$ cat src/hw/aes_front_pkg.sv
// AES front end package with widths, address windows, bus and key-vault types
package aes_front_pkg;

  // ======================================================================
  // Widths
  // ======================================================================
  localparam int ADDR_W      = 12;
  localparam int DATA_W      = 32;
  localparam int KEY_DWORDS  = 8;
  localparam int KEY_W       = 256;
  localparam int ENTRY_W     = 5;
  localparam int OFFSET_W    = 3;
  localparam int SEED_CHUNKS = 9;
  localparam int SEED_W      = 288;
  localparam int SEED_IDX_W  = 4;

  // Data windows of four words each
  localparam logic [ADDR_W-1:0] DATA_IN_BASE  = 12'h050;
  localparam logic [ADDR_W-1:0] DATA_OUT_BASE = 12'h060;

  // ======================================================================
  // Register port
  // ======================================================================
  typedef struct packed {
    logic              dv;
    logic              write;
    logic [ADDR_W-1:0] addr;
    logic [DATA_W-1:0] wdata;
  } bus_req_t;

  typedef struct packed {
    logic              hold;
    logic              error;
    logic [DATA_W-1:0] rdata;
  } bus_rsp_t;

  // ======================================================================
  // Key vault read port
  // ======================================================================
  typedef struct packed {
    logic                valid;
    logic [ENTRY_W-1:0]  entry;
    logic [OFFSET_W-1:0] offset;
  } kv_rd_req_t;

  typedef struct packed {
    logic              valid;
    logic              error;
    logic [DATA_W-1:0] data;
  } kv_rd_rsp_t;

  typedef enum logic [1:0] {
    IDLE,
    REQ,
    WAIT
  } key_load_state_e;

endpackage

$ cat src/hw/dword_counter.sv
// Dword offset counter for a key load with last dword flag
`timescale 1ns/1ns

module dword_counter (
  input  logic                               clk,
  input  logic                               reset_n,
  input  logic                               clear_i,
  input  logic                               step_i,
  output logic [aes_front_pkg::OFFSET_W-1:0] offset_o,
  output logic                               last_o
);
  import aes_front_pkg::*;

  logic [OFFSET_W-1:0] offset_q;

  always_ff @(posedge clk or negedge reset_n) begin
    if (!reset_n) begin
      offset_q <= '0;
    end else if (clear_i) begin
      offset_q <= '0;
    end else if (step_i) begin
      offset_q <= offset_q + 1'b1;
    end
  end

  assign offset_o = offset_q;
  assign last_o   = (offset_q == OFFSET_W'(KEY_DWORDS - 1));

endmodule

$ cat src/hw/req_merge.sv
// Request merge of host and DMA ports onto the engine port with window byte swap
`timescale 1ns/1ns

module req_merge (
  input  aes_front_pkg::bus_req_t host_req_i,
  input  aes_front_pkg::bus_req_t dma_req_i,
  output aes_front_pkg::bus_rsp_t host_rsp_o,
  output aes_front_pkg::bus_rsp_t dma_rsp_o,
  output aes_front_pkg::bus_req_t eng_req_o,
  input  aes_front_pkg::bus_rsp_t eng_rsp_i,
  input  logic                    swap_en_i
);
  import aes_front_pkg::*;

  logic              collision;
  logic              in_window;
  logic              swap;
  logic [DATA_W-1:0] rdata_post;

  // Reverse the four bytes of a word
  function automatic logic [DATA_W-1:0] byte_swap(input logic [DATA_W-1:0] d);
    logic [DATA_W-1:0] r;
    for (int b = 0; b < DATA_W/8; b++) begin
      r[b*8 +: 8] = d[(DATA_W/8-1-b)*8 +: 8];
    end
    return r;
  endfunction

  // Ports are kept apart by firmware and a clash is only flagged
  assign collision = host_req_i.dv & dma_req_i.dv;

  // DMA takes priority for the payload
  assign eng_req_o.dv    = host_req_i.dv | dma_req_i.dv;
  assign eng_req_o.write = dma_req_i.dv ? dma_req_i.write : host_req_i.write;
  assign eng_req_o.addr  = dma_req_i.dv ? dma_req_i.addr  : host_req_i.addr;

  // Word aligned hit in either 16-byte data window
  assign in_window = (eng_req_o.addr[1:0] == 2'b00) &&
                     ((eng_req_o.addr[ADDR_W-1:4] == DATA_IN_BASE[ADDR_W-1:4]) ||
                      (eng_req_o.addr[ADDR_W-1:4] == DATA_OUT_BASE[ADDR_W-1:4]));
  assign swap = eng_req_o.dv & swap_en_i & in_window;

  assign eng_req_o.wdata = swap ? byte_swap(dma_req_i.dv ? dma_req_i.wdata : host_req_i.wdata)
                                : (dma_req_i.dv ? dma_req_i.wdata : host_req_i.wdata);
  assign rdata_post = swap ? byte_swap(eng_rsp_i.rdata) : eng_rsp_i.rdata;

  // Responses back to each requester
  assign host_rsp_o.hold  = host_req_i.dv & eng_rsp_i.hold;
  assign host_rsp_o.error = (host_req_i.dv & eng_rsp_i.error) | collision;
  assign host_rsp_o.rdata = host_req_i.dv ? rdata_post : '0;

  assign dma_rsp_o.hold  = dma_req_i.dv & eng_rsp_i.hold;
  assign dma_rsp_o.error = (dma_req_i.dv & eng_rsp_i.error) | collision;
  assign dma_rsp_o.rdata = dma_req_i.dv ? rdata_post : '0;

endmodule

$ cat src/hw/key_load_fsm.sv
// Key load FSM issuing one key-vault read per dword and reporting done or error
`timescale 1ns/1ns

module key_load_fsm (
  input  logic                               clk,
  input  logic                               reset_n,
  input  logic                               read_en_i,
  input  logic [aes_front_pkg::ENTRY_W-1:0]  read_entry_i,
  input  logic                               engine_idle_i,
  input  logic                               engine_ready_i,
  input  logic                               clear_secrets_i,
  output aes_front_pkg::kv_rd_req_t          kv_rd_req_o,
  input  aes_front_pkg::kv_rd_rsp_t          kv_rd_rsp_i,
  output logic                               kv_ready_o,
  output logic                               start_o,
  output logic                               done_o,
  output logic                               error_o,
  output logic [aes_front_pkg::OFFSET_W-1:0] offset_o
);
  import aes_front_pkg::*;

  key_load_state_e    state_q;
  key_load_state_e    state_d;
  logic [ENTRY_W-1:0] entry_q;
  logic               rsp_good;
  logic               rsp_bad;
  logic               last;
  logic               done_q;
  logic               error_q;

  assign kv_ready_o = (state_q == IDLE);
  // Requests are taken only with the engine idle and ready
  assign start_o    = read_en_i & kv_ready_o & engine_idle_i & engine_ready_i;
  assign rsp_good   = (state_q == WAIT) & kv_rd_rsp_i.valid & ~kv_rd_rsp_i.error;
  assign rsp_bad    = (state_q == WAIT) & kv_rd_rsp_i.valid & kv_rd_rsp_i.error;

  dword_counter u_dword_counter (
    .clk      (clk),
    .reset_n  (reset_n),
    .clear_i  (start_o),
    .step_i   (rsp_good & ~last),
    .offset_o (offset_o),
    .last_o   (last)
  );

  always_comb begin
    state_d = state_q;
    case (state_q)
      IDLE: if (start_o) state_d = REQ;
      REQ:  state_d = WAIT;
      WAIT: begin
        if (rsp_bad || (rsp_good && last)) begin
          state_d = IDLE;
        end else if (rsp_good) begin
          state_d = REQ;
        end
      end
      default: state_d = IDLE;
    endcase
    if (clear_secrets_i) begin
      state_d = IDLE;
    end
  end

  always_ff @(posedge clk or negedge reset_n) begin
    if (!reset_n) begin
      state_q <= IDLE;
      done_q  <= 1'b0;
      error_q <= 1'b0;
    end else begin
      state_q <= state_d;
      done_q  <= rsp_good & last & ~clear_secrets_i;
      error_q <= rsp_bad & ~clear_secrets_i;
    end
  end

  always_ff @(posedge clk or negedge reset_n) begin
    if (!reset_n) begin
      entry_q <= '0;
    end else if (start_o) begin
      entry_q <= read_entry_i;
    end
  end

  // One request cycle per dword
  assign kv_rd_req_o.valid  = (state_q == REQ);
  assign kv_rd_req_o.entry  = entry_q;
  assign kv_rd_req_o.offset = offset_o;

  assign done_o  = done_q;
  assign error_o = error_q;

endmodule

$ cat src/hw/key_buffer.sv
// Key buffer staging swizzled vault dwords and presenting the key with valid
`timescale 1ns/1ns

module key_buffer (
  input  logic                               clk,
  input  logic                               reset_n,
  input  logic                               write_i,
  input  logic [aes_front_pkg::OFFSET_W-1:0] offset_i,
  input  logic [aes_front_pkg::DATA_W-1:0]   data_i,
  input  logic                               commit_i,
  input  logic                               invalidate_i,
  input  logic                               clear_secrets_i,
  output logic [aes_front_pkg::KEY_W-1:0]    key_o,
  output logic                               key_valid_o
);
  import aes_front_pkg::*;

  logic [KEY_DWORDS-1:0][DATA_W-1:0] stage_q;
  logic [DATA_W-1:0]                 data_swz;

  // Vault words arrive in the opposite byte order to the engine
  always_comb begin
    for (int b = 0; b < DATA_W/8; b++) begin
      data_swz[b*8 +: 8] = data_i[(DATA_W/8-1-b)*8 +: 8];
    end
  end

  // ======================================================================
  // Staging register
  // ======================================================================
  always_ff @(posedge clk or negedge reset_n) begin
    if (!reset_n) begin
      stage_q <= '0;
    end else if (invalidate_i || clear_secrets_i) begin
      stage_q <= '0;
    end else if (write_i) begin
      for (int k = 0; k < KEY_DWORDS; k++) begin
        if (offset_i == OFFSET_W'(k)) begin
          stage_q[k] <= data_swz;
        end else if (offset_i == '0) begin
          // First dword wipes whatever an older key left behind
          stage_q[k] <= '0;
        end
      end
    end
  end

  // ======================================================================
  // Presented key
  // ======================================================================
  always_ff @(posedge clk or negedge reset_n) begin
    if (!reset_n) begin
      key_o       <= '0;
      key_valid_o <= 1'b0;
    end else if (invalidate_i || clear_secrets_i) begin
      key_o       <= '0;
      key_valid_o <= 1'b0;
    end else if (commit_i) begin
      key_o       <= stage_q;
      key_valid_o <= 1'b1;
    end
  end

endmodule

$ cat src/hw/seed_collector.sv
// Seed collector gathering nine chunks and pulsing reseed once all are written
`timescale 1ns/1ns

module seed_collector (
  input  logic                                 clk,
  input  logic                                 reset_n,
  input  logic                                 seed_we_i,
  input  logic [aes_front_pkg::SEED_IDX_W-1:0] seed_idx_i,
  input  logic [aes_front_pkg::DATA_W-1:0]     seed_data_i,
  output logic [aes_front_pkg::SEED_W-1:0]     seed_o,
  output logic                                 reseed_o
);
  import aes_front_pkg::*;

  logic [SEED_CHUNKS-1:0][DATA_W-1:0] chunk_q;
  logic [SEED_CHUNKS-1:0]             written_q;
  logic [SEED_CHUNKS-1:0]             we_mask;

  // Indexes past the last chunk are dropped
  always_comb begin
    we_mask = '0;
    for (int i = 0; i < SEED_CHUNKS; i++) begin
      we_mask[i] = seed_we_i && (seed_idx_i == SEED_IDX_W'(i));
    end
  end

  always_ff @(posedge clk or negedge reset_n) begin
    if (!reset_n) begin
      chunk_q   <= '0;
      written_q <= '0;
    end else begin
      for (int i = 0; i < SEED_CHUNKS; i++) begin
        if (we_mask[i]) begin
          chunk_q[i] <= seed_data_i;
        end
      end
      // Tracking restarts on the reseed cycle
      written_q <= (reseed_o ? '0 : written_q) | we_mask;
    end
  end

  assign reseed_o = &written_q;
  assign seed_o   = chunk_q;

endmodule

$ cat src/hw/aes_front_top.sv
// AES front end top level joining request merge, key load and seed collection
`timescale 1ns/1ns

module aes_front_top (
  input  logic                               clk,
  input  logic                               reset_n,
  // Register ports
  input  aes_front_pkg::bus_req_t            host_req_i,
  input  aes_front_pkg::bus_req_t            dma_req_i,
  output aes_front_pkg::bus_rsp_t            host_rsp_o,
  output aes_front_pkg::bus_rsp_t            dma_rsp_o,
  output aes_front_pkg::bus_req_t            eng_req_o,
  input  aes_front_pkg::bus_rsp_t            eng_rsp_i,
  input  logic                               swap_en_i,
  // Engine status
  input  logic                               engine_idle_i,
  input  logic                               engine_ready_i,
  // Key request and vault
  input  logic                               read_en_i,
  input  logic [aes_front_pkg::ENTRY_W-1:0]  read_entry_i,
  output aes_front_pkg::kv_rd_req_t          kv_rd_req_o,
  input  aes_front_pkg::kv_rd_rsp_t          kv_rd_rsp_i,
  output logic [aes_front_pkg::KEY_W-1:0]    key_o,
  output logic                               key_valid_o,
  output logic                               kv_ready_o,
  output logic                               key_error_o,
  input  logic                               clear_secrets_i,
  // Seed
  input  logic                               seed_we_i,
  input  logic [aes_front_pkg::SEED_IDX_W-1:0] seed_idx_i,
  input  logic [aes_front_pkg::DATA_W-1:0]   seed_data_i,
  output logic [aes_front_pkg::SEED_W-1:0]   seed_o,
  output logic                               reseed_o
);
  import aes_front_pkg::*;

  logic                load_start;
  logic                load_done;
  logic                load_error;
  logic [OFFSET_W-1:0] load_offset;
  logic                dword_write;
  logic                key_invalidate;

  // ======================================================================
  // Register port merge
  // ======================================================================
  req_merge u_req_merge (
    .host_req_i (host_req_i),
    .dma_req_i  (dma_req_i),
    .host_rsp_o (host_rsp_o),
    .dma_rsp_o  (dma_rsp_o),
    .eng_req_o  (eng_req_o),
    .eng_rsp_i  (eng_rsp_i),
    .swap_en_i  (swap_en_i)
  );

  // ======================================================================
  // Key load
  // ======================================================================
  key_load_fsm u_key_load_fsm (
    .clk             (clk),
    .reset_n         (reset_n),
    .read_en_i       (read_en_i),
    .read_entry_i    (read_entry_i),
    .engine_idle_i   (engine_idle_i),
    .engine_ready_i  (engine_ready_i),
    .clear_secrets_i (clear_secrets_i),
    .kv_rd_req_o     (kv_rd_req_o),
    .kv_rd_rsp_i     (kv_rd_rsp_i),
    .kv_ready_o      (kv_ready_o),
    .start_o         (load_start),
    .done_o          (load_done),
    .error_o         (load_error),
    .offset_o        (load_offset)
  );

  // Good vault dword while a load is running
  assign dword_write    = kv_rd_rsp_i.valid & ~kv_rd_rsp_i.error & ~kv_ready_o;
  assign key_invalidate = load_start | load_error;
  assign key_error_o    = load_error;

  key_buffer u_key_buffer (
    .clk             (clk),
    .reset_n         (reset_n),
    .write_i         (dword_write),
    .offset_i        (load_offset),
    .data_i          (kv_rd_rsp_i.data),
    .commit_i        (load_done),
    .invalidate_i    (key_invalidate),
    .clear_secrets_i (clear_secrets_i),
    .key_o           (key_o),
    .key_valid_o     (key_valid_o)
  );

  // ======================================================================
  // Seed collection
  // ======================================================================
  seed_collector u_seed_collector (
    .clk         (clk),
    .reset_n     (reset_n),
    .seed_we_i   (seed_we_i),
    .seed_idx_i  (seed_idx_i),
    .seed_data_i (seed_data_i),
    .seed_o      (seed_o),
    .reseed_o    (reseed_o)
  );

endmodule

$ cat config.mk
export PLATFORM = sky130hd
export DESIGN_NAME = aes_front_top
export DESIGN_NICKNAME = d
export VERILOG_FILES = /design/src/hw/aes_front_pkg.sv /design/src/hw/dword_counter.sv /design/src/hw/req_merge.sv /design/src/hw/key_load_fsm.sv /design/src/hw/key_buffer.sv /design/src/hw/seed_collector.sv /design/src/hw/aes_front_top.sv
export SDC_FILE = /design/constraint.sdc
export NUM_CORES = 1
export LEC_CHECK = 0
export ABC_AREA = 1
export BUFFER_PORTS_ARGS = -buffer_cell sky130_fd_sc_hd__buf_4
export CORE_AREA = 2 2 343 345
export CTS_CLUSTER_SIZE = 8
export DETAILED_ROUTE_END_ITERATION = 8
export DIE_AREA = 0 0 345 347
export PLACE_DENSITY_LB_ADDON = 0.3
export SLEW_MARGIN = 10
export SYNTH_ARGS = -nofsm -noshare
export SYNTH_HDL_FRONTEND = slang
export SYNTH_SLANG_ARGS = --single-unit
$ cat constraint.sdc
create_clock -name clk -period 4 [get_ports clk]
set_input_delay 0.2 -clock clk [delete_from_list [all_inputs] [get_ports clk]]
set_output_delay 0.2 -clock clk [all_outputs]
set_load 0.005 [all_outputs]
==> flow_summary_export.csv <==
group,metric,value,unit
outcome,status,"finished, final reports clean",
clock_network,cts_root_buffer,"clkbuf_16",
floorplanning,die_w,345,µm
floorplanning,coreArea,0.116,mm²
final_layout,syn_to_final_growth,34.3,%
sta,final.min_clock_period,3.14,ns
route,wirelength,144,mm
sta,tns,0,ns
clock_network,clk_pin_slew,0.05,ns
clock_network,cts_setup_buffers,0,
grt,grt_max_degree,209,
setup_path,timing.rr.end,"u_key_buffer.key_o[240]$_DFFE_PN0P_",
pwr,p_leak,24.5,nW
sta,max_slew_margin,0.176,
route,routed_via_density,5.03,
final_layout,drive_above_1_share,0.236,
setup_path,reg2reg_slack,0.86,ns
placed_design,placed_area,0.0422,mm²
synthesis,synth-compound-area-share,0.0609,
clock_network,cts-buffers-inserted,114,
sta,hold_violations,0,
pwr,fin_total_pwr,22.0,mW
flow_run,drv_cap,0,
placed_design,routabilityCongestion,0.964,
clock_network,cts_sinks,822,
synthesis,synth_area_leaders,"dfrtp_1, nand2_1, nand3_1",
synthesis,synth_fa_ha_area_frac,0.00219,
clock_network,insertion_delay,0.71,ns
setup_path,cp.required,4.62,ns
grt,grt_first_pass_wirelength,209,mm
clock_network,cts_tree,"built",
route,vias,31500,
sta,worst_slew_pin_slew,1.23,ns
synthesis,avgSynthCellArea,8.80,µm²
worst_hold_path,hp-start,"kv_rd_rsp_i[19]",
placed_design,numPlacedInstances,6063,
setup_path,setup.worst_path.class,"reg -> reg",
pwr,power.density,477,mW/mm²
final_layout,fin_area,0.0461,mm²
synthesis,yosysUniqueCellTypes,28,
route,drc,0,
placed_design,dp_hpwl,98.0,mm
pwr,max-vdd-ir-drop,0.372,mV
synthesis,yosysSeqAreaShare,0.600,
synthesis,syn_nets,4115,
setup_path,crit_start,"u_key_load_fsm.state_q[0]$_DFFE_PN0P_",
synthesis,synth_seq_cells,822,
sta,slew_violations,0,
sta,finalSetupViolCount,0,
worst_hold_path,hold_path.class,"in -> reg",
clock_network,h-tree-depth,3,
clock_network,cts_resized,0,
synthesis,synth_area,0.0343,mm²
sta,fin_skew,0.0543,ns
synthesis,synthCells,3900,
synthesis,synth_top_area_share,0.600,
route,firstDrtPassIters,6,
synthesis,synth_top_family_by_area,"simple AND/OR/NAND/NOR gates",
sta,rsz0062_at_grt,"no",
setup_path,crit_fanout,166,
placed_design,io_buffers,879,
final_layout,nets,4938,
floorplanning,ios,880,
synthesis,synthMuxAreaShare,0,
floorplanning,start_util,0.296,
final_layout,fin_cells,6272,
floorplanning,rows,125,
route,postRouteAntennaNets,0,
worst_hold_path,whs_path_depth,5,
grt,grt_usage,0.232,
synthesis,synth_xor_area_frac,0,
route,dr.first_iter.drc_count,3094,
setup_path,worst-r2r-cell-count,8,
setup_path,timing.rr.start,"u_key_load_fsm.state_q[0]$_DFFE_PN0P_",
grt,overflow,0,
setup_path,crit_path_end_kind,"flip-flop",
synthesis,yosysWarnings,0,
grt,antenna_found_initial,11,
clock_network,ctsLongestPathBuffers,3,
worst_hold_path,min_to,"u_key_buffer.stage_q[203]$_DFFE_PN0P_",
floorplanning,die_area,0.120,mm²
route,wl_per_cell,23.0,µm
floorplanning,die_h,347,µm
synthesis,synth-simple-area-share,0.278,
setup_path,critPathLaunchType,"flip-flop",
setup_path,arrival,3.75,ns
sta,fmax,319,MHz
sta,fin_crit_sh,0.784,
sta,hold_slack,0.0544,ns
synthesis,synth_top_area_cell,"dfrtp_1",
grt,grt_pass1_vias,30100,
==> through the flow <==
step                      utilization  setup slack [ns]
after floorplan                     -              2.08
after global placement          0.365              1.05
after detailed placement        0.365              1.01
after CTS                       0.398             0.994
after global routing            0.398             0.762
final                           0.398             0.862
==> layout make-up <==
cell class                 count  area (µm²)
fill                       11700       69700
sequential                   822       20600
multi-input combinational   2592       11800
timing repair buffer        1020        8020
clock buffer                 125        2920
tap                         1524        1910
inverter                     173         657
clock inverter                 9         206
antenna                        7        17.5
==> layer usage <==
metal,GRT usage,wire [µm]
met1,0.313,61100
met5,0,21
met2,0.367,67200
met4,0.0840,5330
met3,0.0491,10600
==> cells in the mapped netlist <==
cell         n
nand2_1   1121
dfrtp_1    822
nand3_1    785
o21ai_0    385
inv_1      168
clkbuf_1   160
nor2_1     146
nand4_1    102
buf_2       88
buf_1       37
buf_4       26
o22ai_1     15
nor2_4      11
ha_1         6
o21ai_1      6
inv_2        4
a21oi_1      3
buf_6        2
nand2_2      2
nor2_2       2
nor4_1       2
a21oi_4      1
clkinv_1     1
nand3_2      1
nand3b_1     1
nor3_1       1
nor3_4       1
o21ai_2      1
==> worst max path at each step <==
stage                     slack [ns]                               endpoint
after global placement          1.05    u_key_buffer.key_o[240]$_DFFE_PN0P_
after global routing            0.76    u_key_buffer.key_o[240]$_DFFE_PN0P_
after detailed placement        1.01    u_key_buffer.key_o[240]$_DFFE_PN0P_
after floorplan                 2.08  u_key_buffer.stage_q[100]$_DFFE_PN0P_
after CTS                       0.99    u_key_buffer.key_o[240]$_DFFE_PN0P_
final                           0.86    u_key_buffer.key_o[240]$_DFFE_PN0P_
==> cells by family after synthesis <==
kind of cell / Yosys count
AO/OA/AOI/OAI: 411
adder cells (fa/ha/maj): 6
flip-flops: 822
buffers and inverters: 486
AND/OR/NAND/NOR: 2175
==> layout by cell type (no fill, tap or decap) <==
master	synthesis	layout
buf_4	26	936
nor2_4	11	13
clkinv_2	0	2
nand3_1	785	781
buf_12	0	15
o21ai_1	6	6
nand3_2	1	4
clkbuf_16	0	114
clkinv_1	1	1
nor4_1	2	2
a21oi_4	1	1
inv_1	168	167
buf_8	0	1
inv_2	4	4
nand2_4	0	1
nor2_2	2	6
nand2_2	2	7
nand3_4	0	1
a21oi_1	3	3
nor3_4	1	1
nor3_1	1	1
nand2_1	1121	1115
o21ai_0	385	385
o22ai_1	15	15
clkinv_16	0	6
inv_8	0	1
dfrtp_2	0	1
clkbuf_8	0	3
nand4_1	102	102
dfrtp_1	822	820
dfrtp_4	0	1
clkinv_8	0	1
nand3b_1	1	1
dlygate4sd3_1	0	68
o21ai_2	1	1
clkbuf_1	160	8
diode_2	0	7
ha_1	6	6
nor2_1	146	140
==> report_power, final <==
group / internal [mW] / switching (mW)
sequential: 9.12 / 0.464
combinational: 1.50 / 2.15
clock: 5.11 / 3.62
==> sequential cells by signal (all words and copies together), names as in the netlist <==
register,count
u_key_buffer.key_o,256
u_key_buffer.key_valid_o,1
u_key_buffer.stage_q,256
u_key_load_fsm.done_o,1
u_key_load_fsm.entry_q,5
u_key_load_fsm.error_o,1
u_key_load_fsm.state_q,2
u_key_load_fsm.u_dword_counter.offset_o,3
u_seed_collector.seed_o,288
u_seed_collector.written_q,9
==> critical path, stage by stage, from the launching register on <==
cell and delay [ns]:
dfrtp_1 0.39, inv_2 0.06, nand2_2 0.10, nor2_4 0.09, nor3_4 0.53, buf_12 0.54, buf_4 0.72, nand3_1 0.26
nand2_1 0.13
==> repair_timing <==
item,4_1_cts,5_1_grt
hold buffers,68,0
endpoints found under the setup margin,0,0
endpoints found under the hold margin,412,0
Power figures use the tool's default switching activity.
